File: src/hdl/lsu_pkg.sv
/*
  Load/store memory stage package
  Width constants, vector types and access-size encoding
*/
package lsu_pkg;

   localparam int DATA_W  = 64;                // One CPU word
   localparam int BYTE_W  = 8;
   localparam int BYTES_W = DATA_W / BYTE_W;   // Byte lanes per word
   localparam int OFS_W   = $clog2(BYTES_W);   // Byte offset within word
   localparam int ADDR_W  = 12;                // 4 KiB data space
   localparam int WORD_AW = ADDR_W - OFS_W;    // SRAM row address

   // SRAM geometry
   localparam int SRAM_DEPTH = 1 << WORD_AW;

   typedef logic [DATA_W-1:0]  data_t;         // Load or store data
   typedef logic [ADDR_W-1:0]  addr_t;         // Byte address
   typedef logic [WORD_AW-1:0] word_addr_t;    // SRAM row
   typedef logic [BYTES_W-1:0] bmask_t;        // Byte write enables
   typedef logic [OFS_W-1:0]   ofs_t;          // Byte offset

   // Read data seen right after a write edge, as on a hard macro
   localparam data_t SRAM_X_PAT = {DATA_W/2{2'b01}};

   // Access size, log2 of byte count
   typedef enum logic [1:0]
   {
      SZ_B = 2'd0,   // 1 byte
      SZ_H = 2'd1,   // 2 bytes
      SZ_W = 2'd2,   // 4 bytes
      SZ_D = 2'd3    // 8 bytes
   } size_e;

endpackage

File: src/hdl/lsu_req_align.sv
/*
  Stage 1 of the data-memory pipeline
  Alignment check, byte mask and lane replication, SRAM drive
*/
module lsu_req_align
(
   input  logic                CLK,
   input  logic                rst_n,
   input  logic                req_valid,   // One-cycle strobe
   input  logic                req_we,      // 1 = store
   input  lsu_pkg::addr_t      req_addr,
   input  lsu_pkg::size_e      req_size,
   input  logic                req_signed,
   input  lsu_pkg::data_t      req_wdata,
   output lsu_pkg::word_addr_t sram_addr,
   output logic                sram_re,
   output lsu_pkg::bmask_t     sram_we,
   output lsu_pkg::data_t      sram_din,
   output logic                s1_valid,
   output logic                s1_load,
   output logic                s1_err,
   output lsu_pkg::size_e      s1_size,
   output logic                s1_signed,
   output lsu_pkg::ofs_t       s1_ofs
);
   import lsu_pkg::*;

   ofs_t   ofs;         // Byte offset in word
   logic   misalign;    // Offset not a multiple of size
   bmask_t size_mask;   // Lanes touched at offset 0
   logic   go_ok;       // Valid and aligned

   assign ofs       = req_addr[OFS_W-1:0];
   assign sram_addr = req_addr[ADDR_W-1:OFS_W];

   // Per-size alignment, mask and store data replication
   always_comb
   begin
      misalign  = 1'b0;
      size_mask = '1;
      sram_din  = req_wdata;
      case (req_size)
         SZ_B:
         begin
            size_mask = 8'h01;
            sram_din  = {BYTES_W{req_wdata[7:0]}};   // Any byte lane
         end
         SZ_H:
         begin
            misalign  = ofs[0];
            size_mask = 8'h03;
            sram_din  = {BYTES_W/2{req_wdata[15:0]}};
         end
         SZ_W:
         begin
            misalign  = |ofs[1:0];
            size_mask = 8'h0f;
            sram_din  = {BYTES_W/4{req_wdata[31:0]}};
         end
         SZ_D:
         begin
            misalign  = |ofs;   // Whole word only at offset 0
            size_mask = 8'hff;
            sram_din  = req_wdata;
         end
         default:
         begin
            misalign  = 1'b1;
         end
      endcase
   end

   assign go_ok   = req_valid & ~misalign;
   assign sram_re = go_ok & ~req_we;                           // Loads read
   assign sram_we = (go_ok & req_we) ? (size_mask << ofs) : '0; // Stores write lanes

   // Pipeline valid
   always_ff @(posedge CLK or negedge rst_n)
   begin
      if (!rst_n)
         s1_valid <= 1'b0;
      else
         s1_valid <= req_valid;
   end

   // Sideband for stage 3, captured on strobe
   always_ff @(posedge CLK)
   begin
      if (req_valid)
      begin
         s1_load   <= ~req_we;
         s1_err    <= misalign;
         s1_size   <= req_size;
         s1_signed <= req_signed;
         s1_ofs    <= ofs;
      end
   end

endmodule

File: config.mk
export PLATFORM = sky130hd
export DESIGN_NAME = lsu_req_align
export DESIGN_NICKNAME = d
export VERILOG_FILES = /design/src/hdl/lsu_pkg.sv /design/src/hdl/lsu_req_align.sv
export SDC_FILE = /design/constraint.sdc
export NUM_CORES = 1
export LEC_CHECK = 0
export BUFFER_PORTS_ARGS = -buffer_cell sky130_fd_sc_hd__buf_2
export CORE_ASPECT_RATIO = 0.8
export CORE_MARGIN = 2
export CORE_UTILIZATION = 35
export CTS_BUF_LIST = sky130_fd_sc_hd__clkbuf_4 sky130_fd_sc_hd__clkbuf_8
export CTS_CLUSTER_DIAMETER = 40
export CTS_CLUSTER_SIZE = 40
export DETAILED_ROUTE_END_ITERATION = 12
export PLACE_DENSITY = 0.84
export SLEW_MARGIN = 40
export SYNTH_ARGS = -nofsm -noshare
export SYNTH_HDL_FRONTEND = slang
export SYNTH_SLANG_ARGS = --single-unit
File: constraint.sdc
create_clock -name CLK -period 1.8 [get_ports CLK]
set_input_delay 0.54 -clock CLK [delete_from_list [all_inputs] [get_ports CLK]]
set_output_delay 0.54 -clock CLK [all_outputs]
set_load 0.01 [all_outputs]
==> impl_metrics.py <==
metrics = {
    "status": {
        "status": "finished, violations left",
        "violations": "negative setup slack",
    },
    "global_route": {
        "grt_max_degree": 18,
        "grt-ovfl-total": 0,
        "antenna_found_initial": 0,
        "grt_use_total_pct": 27.6,
        "grt_pass1_wl_um": 10800,
        "grt_pass1_vias": 2139,
    },
    "power": {
        "vdd_drop_max_mv": 0.298,
        "p_clk_share_pct": 18.3,
        "power_switching_uw": 490,
        "swShare_pct": 35.9,
        "p_seq_share_pct": 18.4,
        "p_int_uw": 874,
        "cellLeakagePower_nw": 1.63,
        "p_per_area_mw_per_mm2": 420,
        "power_frac_comb_pct": 63.4,
    },
    "cells_and_area": {
        "stdcell_count": 419,
        "area_growth_pct": 109,
        "nets": 446,
        "layout_common_cells": "139 x buf_2, 24 x buf_4, 22 x mux2i_1",
        "drive_gt1_share_pct": 77.3,
        "final_common_cell": "buf_2",
        "nFillCells": 299,
        "diodes": 0,
    },
    "placed_design": {
        "hpwl_um": 5070,
        "numPlacedInstances": 407,
        "io_buffers": 155,
        "gp_congestion": 0.894,
    },
    "critical_path": {
        "crit_fanout": 7,
        "worst_ep_required_time_ns": 1.26,
        "crit_path_max_incr_delay_ns": 0.17,
        "path_delay_family": "buffers and inverters",
        "cpMaxStageDelayCell": "buf_4",
        "worst_setup_path_start_kind": "input port",
        "critical_path_class": "input port to primary output",
        "worstPathArrival_ns": 1.45,
        "path_common_cell": "buf_12",
        "crit_buf_inv": 4,
        "crit_chain": "buf_12 -> buf_12 -> and2_4 -> a211oi_2 -> buf_4 -> a21oi_2 -> buf_2",
        "worst_setup_path_end_kind": "primary output",
    },
    "drt": {
        "vias": 2226,
        "first_pass_iters": 4,
        "wl_per_cell_um": 18.2,
        "drc": 0,
        "viasPerCell": 5.31,
        "drt-total-wl_um": 7610,
        "drt_iter0_drc": 258,
        "drtAntennaViolNets": 0,
    },
    "clocking": {
        "numCtsBuffers": 3,
        "clk_root_buffer_cell": "clkbuf_8",
        "cts.path.max_buffers": 2,
        "path_clk_slew_ns": 0.04,
        "cts_tree": "built",
        "cts_max_level": 1,
        "clock-sinks": 9,
        "postCtsHoldBufs": 0,
    },
    "logic_synthesis": {
        "synth_cell_types": 31,
        "ys_top_cells_by_area": "mux2_2 17%, mux2i_1 15%, edfxtp_1 15%",
        "synth_top_area_share_pct": 17.4,
        "syn-instance-count": 188,
        "yosysTopAreaCell": "mux2_2",
        "yosysWarnings": 0,
        "synth_area_mm2": 0.00155,
        "synth_fp_nets": 271,
        "ys_ff_latch": 9,
        "synth.yosys.seq_area_share_pct": 17.1,
        "postSynthAreaPerCell_um2": 8.27,
    },
    "timing": {
        "fin_crit_sh_pct": 111,
        "setup_violations": 55,
        "grt_setup_unrepaired": "true",
        "timing.fmax_ghz": 0.502,
        "slew_headroom_pct": 84.0,
        "drv_slew": 0,
        "finalHoldViolations": 0,
        "worst_slack_ns": -0.191,
        "worstMarginPinSlew_ns": 0.233,
        "layout_min_cycle_time_ns": 1.99,
        "holdWs_ns": 0.0798,
    },
    "floorplanning": {
        "dieWidth_um": 78.5,
        "fp.dieArea_mm2": 0.00499,
        "die_h_um": 63.6,
        "rows": 21,
        "core_area_mm2": 0.00423,
        "start_util_pct": 36.7,
        "io_pins": 174,
    },
    "job": {
        "drv_cap": 0,
    },
    "min_path": {
        "hp-class": "input port to async pin",
    },
}
[registers in the layout, indices dropped and copies added (netlist names)]
signal     cells
s1_size        2
s1_err         1
s1_signed      1
s1_ofs         3
s1_load        1
s1_valid       1
[logic make-up after synthesis]
kind of cell	share of synthesized area [%]
compound gates	17.2
xor+xnor	2.82
buf+inv	16.8
flops	17.1
mux	32.9
simple gates	13.3
[synth_stat cells]
cell type,n
or2_2,1
nor4_1,1
buf_2,8
nand2_2,1
mux2_2,24
o21ai_0,2
a21oi_1,35
and2_1,4
o211ai_1,1
or3_1,1
clkbuf_1,2
nor2_1,10
nor2b_1,4
xnor2_1,1
a211oi_1,9
nand3_1,1
a31oi_1,1
dfrtp_1,1
inv_1,9
xor2_1,4
and4_1,1
nand2_1,2
nor3_1,3
nand3b_1,5
inv_2,1
edfxtp_1,8
mux2i_1,24
and4bb_2,1
nor3b_1,1
buf_4,19
buf_6,3
[metal layers]
| metal | track usage [%] | part of all wire [%] | vias to the layer above |
|---|---|---|---|
| met5 | 0 | 0 | - |
| met4 | 10.5 | 4.2 | 0 |
| met3 | 4.30 | 6.9 | 34 |
| met2 | 47.9 | 49 | 130 |
| met1 | 34.3 | 39 | 1053 |
| li1 | - | - | 1009 |
[metrics by stage]
stage	power, mW	cell area, µm²	utilization (%)	TNS [ns]	setup WS [ns]
after global placement	0.876	2510	59.2	-13.53	-0.267
final	1.36	3250	76.8	-7.33	-0.191
after floorplan	0.593	1570	-	-0.173	-0.0568
after detailed placement	0.891	2510	59.2	-14.43	-0.298
after global routing	1.43	3250	76.8	-9.01	-0.230
after CTS	1.31	3120	73.9	-6.69	-0.170
[worst max path at each step]
stage | depth (start not counted) | slack [ns] | endpoint | startpoint
floorplan | 4 | -0.06 | sram_we[5] | req_addr[2]
global placement | 6 | -0.27 | sram_we[5] | req_size[0]
detailed placement | 6 | -0.30 | sram_din[26] | req_size[0]
CTS | 6 | -0.17 | sram_we[5] | req_size[0]
global route | 7 | -0.23 | sram_din[25] | req_size[0]
finish | 7 | -0.19 | sram_din[44] | req_size[0]
[power groups by stage]
stage          Sequential [mW]  Combinational (mW)  Clock, mW
5_1_grt                  0.251               0.913      0.267
2_1_floorplan            0.263               0.330          0
3_5_place_dp             0.254               0.638          0
3_3_place_gp             0.253               0.623          0
4_1_cts                  0.250               0.811      0.249
6_report                 0.250               0.864      0.249
[layout make-up]
class / count / area (µm²) / share of cell area (%)
flip-flops and latches: 9 / 265 / 8.17
well taps: 57 / 71.3 / 2.20
repair buffers: 202 / 1510 / 46.6
inverters: 10 / 37.5 / 1.16
clock buffers: 4 / 48.8 / 1.50
multi-input cells: 137 / 1310 / 40.4
[what timing repair did]
action / in CTS / in global routing
pin swaps: 28 / 10
resized for setup: 93 / 27
setup buffers: 2 / 1
cloned: 5 / 1
endpoints found under the setup margin: 65 / 63
No activity file was read; power rests on OpenSTA's default activity.
