--- src/hdl/lsu_pkg.sv ---
/*
  Load/store memory stage package
  Width constants, vector types and access-size encoding
*/
package lsu_pkg;

   localparam int DATA_W  = 64;                // One CPU word
   localparam int BYTE_W  = 8;
   localparam int BYTES_W = DATA_W / BYTE_W;   // Byte lanes per word
   localparam int OFS_W   = $clog2(BYTES_W);   // Byte offset within word
   localparam int ADDR_W  = 12;                // 4 KiB data space
   localparam int WORD_AW = ADDR_W - OFS_W;    // SRAM row address

   // SRAM geometry
   localparam int SRAM_DEPTH = 1 << WORD_AW;

   typedef logic [DATA_W-1:0]  data_t;         // Load or store data
   typedef logic [ADDR_W-1:0]  addr_t;         // Byte address
   typedef logic [WORD_AW-1:0] word_addr_t;    // SRAM row
   typedef logic [BYTES_W-1:0] bmask_t;        // Byte write enables
   typedef logic [OFS_W-1:0]   ofs_t;          // Byte offset

   // Read data seen right after a write edge, as on a hard macro
   localparam data_t SRAM_X_PAT = {DATA_W/2{2'b01}};

   // Access size, log2 of byte count
   typedef enum logic [1:0]
   {
      SZ_B = 2'd0,   // 1 byte
      SZ_H = 2'd1,   // 2 bytes
      SZ_W = 2'd2,   // 4 bytes
      SZ_D = 2'd3    // 8 bytes
   } size_e;

endpackage

--- src/hdl/lsu_load_extract.sv ---
/*
  Stage 3 of the data-memory pipeline
  Lane select and sign or zero extension of load data
*/
module lsu_load_extract
(
   input  logic           CLK,
   input  logic           rst_n,
   input  logic           s1_valid,
   input  logic           s1_load,     // 0 = store response
   input  logic           s1_err,      // Misaligned request
   input  lsu_pkg::size_e s1_size,
   input  logic           s1_signed,
   input  lsu_pkg::ofs_t  s1_ofs,
   input  lsu_pkg::data_t sram_dout,   // Row read in stage 2
   output logic           resp_valid,
   output lsu_pkg::data_t resp_data,
   output logic           resp_err
);
   import lsu_pkg::*;

   data_t shifted;    // Addressed byte moved to lane 0
   data_t ext_data;   // Extended load value
   logic  ret_data;   // Response carries load data

   // Offset in bytes, scaled to bits
   assign shifted = sram_dout >> {s1_ofs, 3'b000};

   // Keep access-size bytes, fill upper bits
   always_comb
   begin
      ext_data = shifted;
      case (s1_size)
         SZ_B:
            ext_data = {{DATA_W-8{s1_signed & shifted[7]}}, shifted[7:0]};
         SZ_H:
            ext_data = {{DATA_W-16{s1_signed & shifted[15]}}, shifted[15:0]};
         SZ_W:
            ext_data = {{DATA_W-32{s1_signed & shifted[31]}}, shifted[31:0]};
         SZ_D:
            ext_data = shifted;   // Full word, nothing to extend
         default:
            ext_data = shifted;
      endcase
   end

   // Only good loads return data
   assign ret_data = s1_valid & s1_load & ~s1_err;

   /*
     Response register, two clocks after the request strobe;
     stores and errors answer with zero data
   */
   always_ff @(posedge CLK or negedge rst_n)
   begin
      if (!rst_n)
      begin
         resp_valid <= 1'b0;
         resp_err   <= 1'b0;
         resp_data  <= '0;
      end
      else
      begin
         resp_valid <= s1_valid;
         resp_err   <= s1_valid & s1_err;
         resp_data  <= ret_data ? ext_data : '0;
      end
   end

endmodule

--- config.mk ---
export PLATFORM = sky130hd
export DESIGN_NAME = lsu_load_extract
export DESIGN_NICKNAME = d
export VERILOG_FILES = /design/src/hdl/lsu_pkg.sv /design/src/hdl/lsu_load_extract.sv
export SDC_FILE = /design/constraint.sdc
export NUM_CORES = 1
export LEC_CHECK = 0
export BUFFER_PORTS_ARGS = -buffer_cell sky130_fd_sc_hd__buf_2
export CAP_MARGIN = 20
export CORE_MARGIN = 2
export CORE_UTILIZATION = 45
export CTS_CLUSTER_DIAMETER = 150
export DETAILED_ROUTE_END_ITERATION = 8
export HOLD_SLACK_MARGIN = 0.05
export PLACE_DENSITY = 0.73
export SYNTH_ARGS = -nofsm -noshare
export SYNTH_HDL_FRONTEND = slang
export SYNTH_SLANG_ARGS = --single-unit
--- constraint.sdc ---
create_clock -name CLK -period 1.12 [get_ports CLK]
set_clock_uncertainty 0.15 [all_clocks]
set_input_delay 0.056 -clock CLK [delete_from_list [all_inputs] [get_ports CLK]]
set_output_delay 0.056 -clock CLK [all_outputs]
set_load 0.03 [all_outputs]
==> results of run 1 <==
[power breakdown]
part,switching [W],internal (W)
combinational,0.00115,0.00105
sequential,0.0000373,0.00247
clock,0.000986,0.000862
total,0.00217,0.00438
[how the worst max path moves through the flow]
| stage | cells past startpoint | slack, ps | start | endpoint |
|---|---|---|---|---|
| floorplan | 7 | -600 | s1_ofs[1] | resp_data[63] |
| global placement | 6 | -730 | s1_ofs[1] | resp_data[34] |
| detailed placement | 6 | -790 | s1_ofs[1] | resp_data[33] |
| CTS | 8 | -380 | s1_ofs[1] | resp_data[60] |
| global route | 8 | -430 | s1_ofs[1] | resp_data[10] |
| finish | 8 | -410 | s1_ofs[1] | resp_data[37] |
[cell families (layout without fill, tap and decap cells)]
logic type | after synthesis | count (layout) | synth area share
AOI/OAI and AO/OA | 119 | 119 | 0.1732
muxes | 86 | 86 | 0.2931
buffers and inverters | 44 | 279 | 0.05672
and+or+nand+nor | 57 | 57 | 0.07441
DFF | 66 | 66 | 0.4026
[metrics by stage]
| step | power (W) | util | TNS, ps | area, um2 | hold WS (ps) |
|---|---|---|---|---|---|
| after CTS | 0.006301 | 0.6947 | -19440 | 6088 | 40.45 |
| after global placement | 0.004312 | 0.6351 | -42910 | 5565 | -91.10 |
| after global routing | 0.006791 | 0.7501 | -21880 | 6574 | 46.79 |
| after floorplan | 0.003551 | - | -33300 | 4195 | -389.6 |
| final | 0.006556 | 0.7501 | -20220 | 6574 | 41.95 |
| after detailed placement | 0.004351 | 0.6351 | -45690 | 5565 | -86.73 |
[Yosys cell counts, types with 11 or more instances]
cell      instances
nand3b_1         11
a31oi_1          32
mux4_2           25
nor2_1           12
a21oi_1          49
mux2_2           14
clkbuf_1         15
buf_2            15
dfrtp_1          66
mux2i_1          44
nor3_1           12
o21ai_0          19
[layout make-up]
class | count | area [um2]
Clock buffer | 10 | 137.6
Clock inverter | 6 | 41.29
Fill cell | 532 | 2190
Inverter | 5 | 18.77
Multi-Input combinational cell | 262 | 2467
Sequential cell | 66 | 1652
Tap cell | 108 | 135.1
Timing Repair Buffer | 258 | 2122
[per-layer routing]
layer / track usage / vias up / part of all wire
met2: 0.4735 / 339 / 0.50
met3: 0.06114 / 67 / 0.098
li1: - / 1903 / -
met4: 0.1380 / 0 / 0.042
met5: 0 / - / 0
met1: 0.3878 / 2154 / 0.36
[timing repair]
item                                    4_1_cts  5_1_grt
hold endpoints to repair                     79        1
endpoints found under the setup margin       70      101
buffers inserted                              8        9
gates cloned                                  3        4
pin swaps                                     2        6
gates resized for setup                      31      117
[sequential cells by signal, indices dropped and copies added, names as in the netlist]
signal and cells:
resp_valid 1, resp_data 64, resp_err 1
==> out/results.ini, run 1 <==
[min_path]
min_to = resp_data[1]
hold_class = in2reg
hold_depth = 4
hold_path.startpoint = sram_dout[1]

[floorplan]
start_util = 0.4682
num_rows = 34
ios = 141
die_area_um2 = 9897
coreArea_um2 = 8763
die_x_um = 99.49
die_h_um = 99.49

[drt]
drt-total-wl_um = 15660
avgRoutedWirePerCell_um = 21.91
ant_nets = 0
drc = 0
via_count = 4463
vias_per_cell = 6.242
dr.first_iter.drc_count = 375
firstDrtPassIters = 6

[logic_synthesis]
ys_ff_latch = 66
yosysSeqAreaShare = 0.4026
synth_edf_count = 0
synth_largest_area_cell = dfrtp_1
postSynthNetCount = 447
synth_area_um2 = 4103
netlist_instances = 372
netlist.area_leader.share = 0.4026
synth_ff_type = dfrtp_1
async_flop_share = 1.000
synth.area.top_cells = dfrtp_1, mux4_2, mux2i_1, a21oi_1, a31oi_1
syn_area_per_cell_um2 = 11.03
synth_cell_types = 37
yosys_warnings = 0

[clock_tree]
numCtsBuffers = 9
clk_pin_slew_ps = 80
cts_root_buffer = clkbuf_8
cts_tree = yes
ctsHoldBuffers = 8
htree_levels = 3
cts_sinks = 66
clockBufferDepth = 2

[worst_setup_path]
crit_path_max_incr_delay_ps = 500
worstPathArrival_ps = 1610
cp_top_family = multiplexers
crit_chain = buf_8 -> mux2_4 -> mux4_2 -> a31oi_4 -> buf_6 -> buf_12 -> buf_16 -> a31oi_4
crit_top_cell = a31oi_4
cp_slowest_cell = mux4_2
cp-end-kind = flop
cp.required_ps = 1200
path_class = in2reg
startpoint_type = input port
crit_buf_inv = 4
critPathMaxFanout = 5

[global_routing]
antenna_found_initial = 0
grt_pass1_wl_um = 22440
grt_pass1_vias = 4264
grt.total_usage = 0.2956
grt_max_degree = 44
overflow = 0

[pwr]
p_leak_nw = 3.130
power_density_nw_per_um2 = 997.3
ir_drop_uv = 602.7

[place]
portBuffers = 140
place_congestion = 0.9511
dp_hpwl_um = 10410
pre_cts_ws_ps = -791.3
placedCellCount = 669

[timing]
rsz0062_at_grt = yes
slew_headroom = 0.6717
worst_pin_slew_ps = 492.4
timing.final.ws_setup_ps = -409.3
setup_viol = 61
min_period_over_period = 1.365
final.min_clock_period_ps = 1529
slew_viol_final = 0
hold_viol_final = 0
fmax_ghz = 0.6539

[final_layout]
nets = 677
fin_cells = 715
final_cell_mix = buf_2, buf_4, dfrtp_1, a21oi_1, mux2i_1
layout-drive-gt1-share = 0.5733
final_common_cell = buf_2
diodes = 0
synthToLayoutAreaGrowth_pct = 60.23

[run]
drv_cap = 0

[outcome]
violations = setup timing
outcome = finished with violations

Note: power is estimated with default switching activity, not from simulation.
==> inputs of run 2 (changes only) <==
--- a/config.mk
+++ b/config.mk
@@ -7,12 +7,14 @@
 export LEC_CHECK = 0
 export BUFFER_PORTS_ARGS = -buffer_cell sky130_fd_sc_hd__buf_2
 export CAP_MARGIN = 20
+export CELL_PAD_IN_SITES_DETAIL_PLACEMENT = 2
+export CELL_PAD_IN_SITES_GLOBAL_PLACEMENT = 2
 export CORE_MARGIN = 2
-export CORE_UTILIZATION = 45
+export CORE_UTILIZATION = 34
 export CTS_CLUSTER_DIAMETER = 150
 export DETAILED_ROUTE_END_ITERATION = 8
 export HOLD_SLACK_MARGIN = 0.05
-export PLACE_DENSITY = 0.73
+export PLACE_DENSITY_LB_ADDON = 0.1
 export SYNTH_ARGS = -nofsm -noshare
 export SYNTH_HDL_FRONTEND = slang
 export SYNTH_SLANG_ARGS = --single-unit
==> constraint.sdc (replaced) <==
create_clock -name CLK -period 1.12 [get_ports CLK]
set_clock_uncertainty 0.15 [all_clocks]
set_input_delay 0.112 -clock CLK [delete_from_list [all_inputs] [get_ports CLK]]
set_output_delay 0.112 -clock CLK [all_outputs]
set_load 0.1 [all_outputs]
==> out/results.ini, run 2 <==
[logic_synthesis]
async_flop_share = 1.000  ; unchanged
synth.most_common_cell = dfrtp_1  ; unchanged
synth.area.top_cells = dfrtp_1, mux4_2, mux2i_1, a21oi_1, a31oi_1  ; unchanged
synth_edf_count = 0  ; unchanged
synth_largest_area_cell = dfrtp_1  ; unchanged
yosys_warnings = 0  ; unchanged
synth_cell_types = 37  ; unchanged
yosysSeqAreaShare = 0.4026  ; unchanged
netlist_instances = 372  ; unchanged
synth_area_um2 = 4103  ; unchanged
netlist.area_leader.share = 0.4026  ; unchanged
syn_area_per_cell_um2 = 11.03  ; unchanged
ys_ff_latch = 66  ; unchanged
synth_ff_type = dfrtp_1  ; unchanged
postSynthNetCount = 447  ; unchanged
synth_common_cells = dfrtp_1, a21oi_1, mux2i_1  ; unchanged

[clock_tree]
numCtsBuffers = 9  ; unchanged
cts_sinks = 66  ; unchanged
postCtsSetupBuffers = 24  ; was 8
ctsHoldBuffers = 3  ; was 8
cts_resized = 54  ; was 31
clockBufferDepth = 2  ; unchanged
htree_levels = 3  ; unchanged
cts_root_buffer = clkbuf_16  ; was clkbuf_8

[floorplan]
start_util = 0.3444  ; was 0.4682
ios = 141  ; unchanged
die_x_um = 113.9  ; was 99.49 um
die_h_um = 113.9  ; was 99.49 um
num_rows = 40  ; was 34

[outcome]
outcome = did not finish  ; was finished with violations
stop_stage = 4_1_cts
firstError = [ERROR DPL-0033] detailed placement checks failed during check placement.

[place]
portBuffers = 140  ; unchanged
place_congestion = 0.8929  ; was 0.9511
dp_hpwl_um = 15010  ; was 10410 um
placedCellCount = 712  ; was 669
pre_cts_ws_ps = -984.9  ; was -791.3 ps

-- run 2: metrics by stage --
step | instance area, um2 | util
2_1_floorplan | 4264 | -
3_3_place_gp | 6691 | 0.5618
3_5_place_dp | 6691 | 0.5618
-- run 2: cell families after synthesis --
family                 after synthesis  share of synthesized area
and+or+nand+nor                     57                    0.07441
muxes                               86                     0.2931
AOI/OAI and AO/OA                  119                     0.1732
buffers and inverters               44                    0.05672
DFF                                 66                     0.4026
==> inputs of run 3 (changes only) <==
==> config.mk (replaced) <==
export PLATFORM = sky130hd
export DESIGN_NAME = lsu_load_extract
export DESIGN_NICKNAME = d
export VERILOG_FILES = /design/src/hdl/lsu_pkg.sv /design/src/hdl/lsu_load_extract.sv
export SDC_FILE = /design/constraint.sdc
export NUM_CORES = 1
export LEC_CHECK = 0
export BUFFER_PORTS_ARGS = -buffer_cell sky130_fd_sc_hd__buf_2
export CAP_MARGIN = 20
export CORE_MARGIN = 2
export CORE_UTILIZATION = 30
export DETAILED_ROUTE_END_ITERATION = 8
export PLACE_DENSITY_LB_ADDON = 0.15
export SYNTH_ARGS = -nofsm -noshare
export SYNTH_HDL_FRONTEND = slang
export SYNTH_SLANG_ARGS = --single-unit
==> out/results.ini, run 3 (same netlist as run 1, synthesis figures left out) <==
[timing]
setup_viol = 130
timing.final.ws_setup_ps = -433.2
final.min_clock_period_ps = 1553
slew_headroom = 0.7279
fmax_ghz = 0.6438
hold_viol_final = 0
slew_viol_final = 0
rsz0062_at_grt = yes
min_period_over_period = 1.387
worst_pin_slew_ps = 403.9

[final_layout]
fin_cells = 782
reg_top3 = resp_data: 64 flops, resp_err: 1 flops, resp_valid: 1 flops
nets = 675
synthToLayoutAreaGrowth_pct = 88.44
largest_register = resp_data
final_cell_mix = buf_12, buf_4, buf_2, dfrtp_2, a21oi_1
layout-drive-gt1-share = 0.6645
final_common_cell = buf_12
fin_area_um2 = 7731
largest_reg_flops = 64

[floorplan]
die_h_um = 120.9  ; was 113.9 um
ios = 141  ; unchanged
num_rows = 42  ; was 40
start_util = 0.3086  ; was 0.3444
die_x_um = 120.9  ; was 113.9 um
coreArea_um2 = 13300
die_area_um2 = 14630

[drt]
dr.first_iter.drc_count = 308
ant_nets = 0
firstDrtPassIters = 5
via_count = 4324
drt-total-wl_um = 16820
vias_per_cell = 5.529
avgRoutedWirePerCell_um = 21.51
drc = 0

[pwr]
combPwrFrac = 0.368
power_density_nw_per_um2 = 1063
sequentialPowerShare = 0.314
swShare = 0.3371
p_leak_nw = 3.321
clkPwrFrac = 0.318
switchingPower_w = 0.002771
p_total_w = 0.008222
power.internal_w = 0.005451
ir_drop_uv = 538.8

[min_path]
hold_depth = 4
hold_class = in2reg

[run]
drv_cap = 0

[place]
place_area_um2 = 6683  ; was 6691 um2
place_congestion = 0.8790  ; was 0.8929
portBuffers = 140  ; unchanged
dp_hpwl_um = 11850  ; was 15010 um
placedCellCount = 735  ; was 712

[worst_setup_path]
path_class = in2reg
startpoint_type = input port
cp.required_ps = 1170
cp-end-kind = flop
crit_path_max_incr_delay_ps = 510
crit_top_cell = buf_12
crit_chain = buf_12 -> mux2_4 -> mux4_2 -> a31oi_4 -> buf_12 -> buf_12 -> nor3_1
worstPathArrival_ps = 1610
critPathMaxFanout = 11
cp_slowest_cell = mux4_2

[clock_tree]
numCtsBuffers = 9  ; unchanged
clockBufferDepth = 2  ; unchanged
htree_levels = 3  ; unchanged
cts_tree = yes
clk_pin_slew_ps = 50
cts_root_buffer = clkbuf_16  ; unchanged
cts_sinks = 66  ; unchanged

[global_routing]
grt_pass1_vias = 4292
grt_max_degree = 67
grt_pass1_wl_um = 24740
antenna_found_initial = 1
grt.total_usage = 0.2249
overflow = 0

[outcome]
outcome = finished with violations  ; was did not finish
violations = setup timing

## run 3: stage by stage
stage / hold slack (ps) / util / setup slack, ps / TNS [ps]
floorplan: -333.6 / - / -656.3 / -37230
global placement: -2.562 / 0.5026 / -915.6 / -46880
detailed placement: 17.76 / 0.5026 / -901.8 / -49160
CTS: 107.5 / 0.5534 / -434.2 / -28820
global route: 118.0 / 0.5815 / -453.5 / -29690
finish: 111.1 / 0.5815 / -433.2 / -27010
## run 3: worst max-delay path, delay by kind of cell
| family | cells | cell delay (ps) |
|---|---|---|
| buffers and inverters | 3 | 420 |
| AOI/OAI and AO/OA | 1 | 190 |
| and+or+nand+nor | 1 | 70 |
| muxes | 2 | 810 |
## run 3: power groups by stage
stage	logic, W	clock network (W)	registers, W
2_1_floorplan	0.000810	0	0.00326
3_3_place_gp	0.00262	0	0.00263
3_5_place_dp	0.00265	0	0.00262
4_1_cts	0.00284	0.00265	0.00258
5_1_grt	0.00315	0.00276	0.00259
6_report	0.00303	0.00262	0.00258
## run 3: area by class of cell
| class | count | area, um2 |
|---|---|---|
| Sequential cell | 66 | 1720 |
| Clock buffer | 13 | 260.3 |
| Inverter | 5 | 18.77 |
| Clock inverter | 3 | 15.01 |
| Tap cell | 176 | 220.2 |
| Timing Repair Buffer | 256 | 3022 |
| Multi-Input combinational cell | 262 | 2472 |
| Antenna cell | 1 | 2.502 |
| Fill cell | 1103 | 5564 |
## run 3: metal layers
metal | track usage | part of all wire
met1 | 0.2967 | 0.41
met2 | 0.3690 | 0.49
met3 | 0.04370 | 0.070
met4 | 0.07703 | 0.033
met5 | 0 | 0
## run 3: worst paths after layout
check / startpoint / slack, ps / end
worst max-delay path: s1_ofs[1] / -430 / resp_data[18]
min in group asynchronous: rst_n / 160 / resp_data[23]
max in group asynchronous: rst_n / 310 / resp_data[57]
worst min-delay path: sram_dout[6] / 110 / resp_data[6]
## run 3: what timing repair did
| action | CTS | global route |
|---|---|---|
| gates cloned | 4 | 7 |
| endpoints found under the hold margin | 68 | 0 |
| pin swaps | 5 | 12 |
| resized for setup | 38 | 51 |
| buffers inserted | 13 | 12 |
| hold buffers | 3 | 0 |
| setup endpoints to repair | 130 | 130 |
==> inputs of run 4 (changes only) <==
--- a/config.mk
+++ b/config.mk
@@ -11,6 +11,7 @@
 export CORE_UTILIZATION = 30
 export DETAILED_ROUTE_END_ITERATION = 8
 export PLACE_DENSITY_LB_ADDON = 0.15
+export RECOVER_POWER = 25
 export SYNTH_ARGS = -nofsm -noshare
 export SYNTH_HDL_FRONTEND = slang
 export SYNTH_SLANG_ARGS = --single-unit
==> out/results.ini, run 4 (same netlist as run 1, synthesis figures left out) <==
[worst_setup_path]
crit_chain = buf_12 -> mux2_4 -> mux4_2 -> a31oi_4 -> buf_12 -> buf_12 -> nor3_1  ; unchanged
cp-end-kind = flop  ; unchanged
crit_path_max_incr_delay_ps = 510  ; about the same
cp_top_family = multiplexers  ; unchanged
worstPathArrival_ps = 1610  ; about the same
startpoint_type = input port  ; unchanged
startpoint = s1_ofs[1]  ; unchanged
path_class = in2reg  ; unchanged
cp.required_ps = 1180  ; was 1170 ps
crit_buf_inv = 3  ; unchanged
cp_slowest_cell = mux4_2  ; unchanged
crit_top_cell = buf_12  ; unchanged
critPathMaxFanout = 11  ; unchanged

[final_layout]
synthToLayoutAreaGrowth_pct = 88.23  ; was 88.44%
reg_top3 = resp_data: 64 flops, resp_err: 1 flops, resp_valid: 1 flops  ; unchanged
fill_cells = 1104  ; was 1103
fin_area_um2 = 7722  ; was 7731 um2
largest_reg_flops = 64  ; unchanged
final_cell_mix = buf_12, buf_4, buf_2, dfrtp_2, a21oi_1  ; unchanged
final_common_cell = buf_12  ; unchanged
nets = 675  ; unchanged
layout-drive-gt1-share = 0.6645  ; unchanged
largest_register = resp_data  ; unchanged

[timing]
tns_ps = -27100  ; was -27010 ps
whs_ps = 111.5  ; was 111.1 ps
slew_viol_final = 0  ; unchanged
fmax_ghz = 0.6425  ; was 0.6438 GHz
final.min_clock_period_ps = 1556  ; was 1553 ps
worst_pin_slew_ps = 605.6  ; was 403.9 ps
hold_viol_final = 0  ; unchanged
timing.final.ws_setup_ps = -436.4  ; was -433.2 ps
slew_headroom = 0.5963  ; was 0.7279
min_period_over_period = 1.390  ; was 1.387
setup_viol = 130  ; unchanged
rsz0062_at_grt = yes  ; unchanged

[floorplan]
die_x_um = 120.9  ; unchanged
ios = 141  ; unchanged
start_util = 0.3086  ; unchanged
die_h_um = 120.9  ; unchanged
num_rows = 42  ; unchanged
die_area_um2 = 14630  ; unchanged
coreArea_um2 = 13300  ; unchanged

[clock_tree]
htree_levels = 3  ; unchanged
cts_sinks = 66  ; unchanged
clockBufferDepth = 2  ; unchanged
cts_tree = yes  ; unchanged
numCtsBuffers = 9  ; unchanged
clk_pin_slew_ps = 60  ; was 50 ps
cts_root_buffer = clkbuf_16  ; unchanged

[place]
pre_cts_ws_ps = -901.8  ; unchanged
place_area_um2 = 6683  ; unchanged
dp_hpwl_um = 11850  ; unchanged
place_congestion = 0.8790  ; unchanged
portBuffers = 140  ; unchanged

[drt]
drt-total-wl_um = 16880  ; was 16820 um
drc = 0  ; unchanged
via_count = 4319  ; was 4324
ant_nets = 0  ; unchanged
vias_per_cell = 5.523  ; was 5.529
dr.first_iter.drc_count = 314  ; was 308
firstDrtPassIters = 5  ; unchanged
avgRoutedWirePerCell_um = 21.58  ; was 21.51 um

[min_path]
hold_path.startpoint = sram_dout[6]  ; unchanged
hold_class = in2reg  ; unchanged
min_to = resp_data[6]  ; unchanged
hold_depth = 4  ; unchanged

[pwr]
power.internal_w = 0.005446  ; was 0.005451 W
sequentialPowerShare = 0.314  ; about the same
combPwrFrac = 0.368  ; about the same
p_total_w = 0.008216  ; was 0.008222 W
switchingPower_w = 0.002769  ; was 0.002771 W
ir_drop_uv = 540.0  ; was 538.8 uV
power_density_nw_per_um2 = 1064  ; was 1063 nW/um2
swShare = 0.3371  ; about the same
p_leak_nw = 3.317  ; was 3.321 nW
clkPwrFrac = 0.318  ; about the same

[outcome]
outcome = finished with violations  ; unchanged
violations = setup timing  ; unchanged

[global_routing]
grt.total_usage = 0.2249  ; unchanged
grt_pass1_wl_um = 24740  ; unchanged
grt_pass1_vias = 4292  ; unchanged
grt_max_degree = 67  ; unchanged
overflow = 0  ; unchanged
antenna_found_initial = 1  ; unchanged

[run]
drv_cap = 0  ; unchanged

-- run 4: cell count changes in the layout (fill, tap and decap cells not counted) --
cell      delta
buf_12       -1
buf_4        -1
buf_6        +1
clkbuf_4     +1
-- run 4: power groups by stage --
stage,clock network (W),logic [W],registers [W]
5_1_grt,0.00276,0.00315,0.00259
4_1_cts,0.00265,0.00284,0.00258
3_5_place_dp,0,0.00265,0.00262
3_3_place_gp,0,0.00262,0.00263
2_1_floorplan,0,0.000810,0.00326
6_report,0.00261,0.00302,0.00258
-- run 4: worst min-delay path: cells and delay by family --
| family | cells | cell delay (ps) |
|---|---|---|
| and+or+nand+nor | 1 | 80 |
| muxes | 2 | 280 |
| buffers and inverters | 1 | 70 |
-- run 4: through the flow --
step / std cells / util
6_report: 782 / 0.5808
5_1_grt: 782 / 0.5808
3_3_place_gp: 735 / 0.5026
4_1_cts: 768 / 0.5534
2_1_floorplan: 372 / -
3_5_place_dp: 735 / 0.5026
-- run 4: repair_timing --
| action | in CTS | in global routing |
|---|---|---|
| gates resized for setup | 38 | 51 |
| endpoints found under the hold margin | 68 | 0 |
| endpoints found under the setup margin | 130 | 130 |
| pin swaps | 5 | 12 |
| hold buffers | 3 | 0 |
| setup buffers | 13 | 12 |
| gates cloned | 4 | 7 |
-- run 4: layer usage --
| metal | share of wire | vias up | track usage |
|---|---|---|---|
| li1 | - | 1902 | - |
| met4 | 0.034 | 0 | 0.07703 |
| met2 | 0.49 | 226 | 0.3690 |
| met1 | 0.41 | 2153 | 0.2967 |
| met3 | 0.071 | 38 | 0.04370 |
| met5 | 0 | - | 0 |
-- run 4: area by class of cell --
class                   count  area, um2  share of cell area
diodes                      1      2.502           0.0003240
well taps                 176      220.2             0.02852
multi-input cells         262       2472              0.3202
clock inverters             3      15.01            0.001944
inverters                   5      18.77            0.002430
flip-flops and latches     66       1720              0.2228
repair buffers            256       3013              0.3901
clock buffers              13      260.3             0.03370
-- run 4: worst max path at each step --
stage,to,slack [ps],cells past startpoint
6_report,resp_data[18],-440,7
5_1_grt,resp_data[48],-450,7
4_1_cts,resp_data[18],-430,6
3_5_place_dp,resp_data[19],-900,7
3_3_place_gp,resp_data[19],-920,7
2_1_floorplan,resp_data[63],-660,7
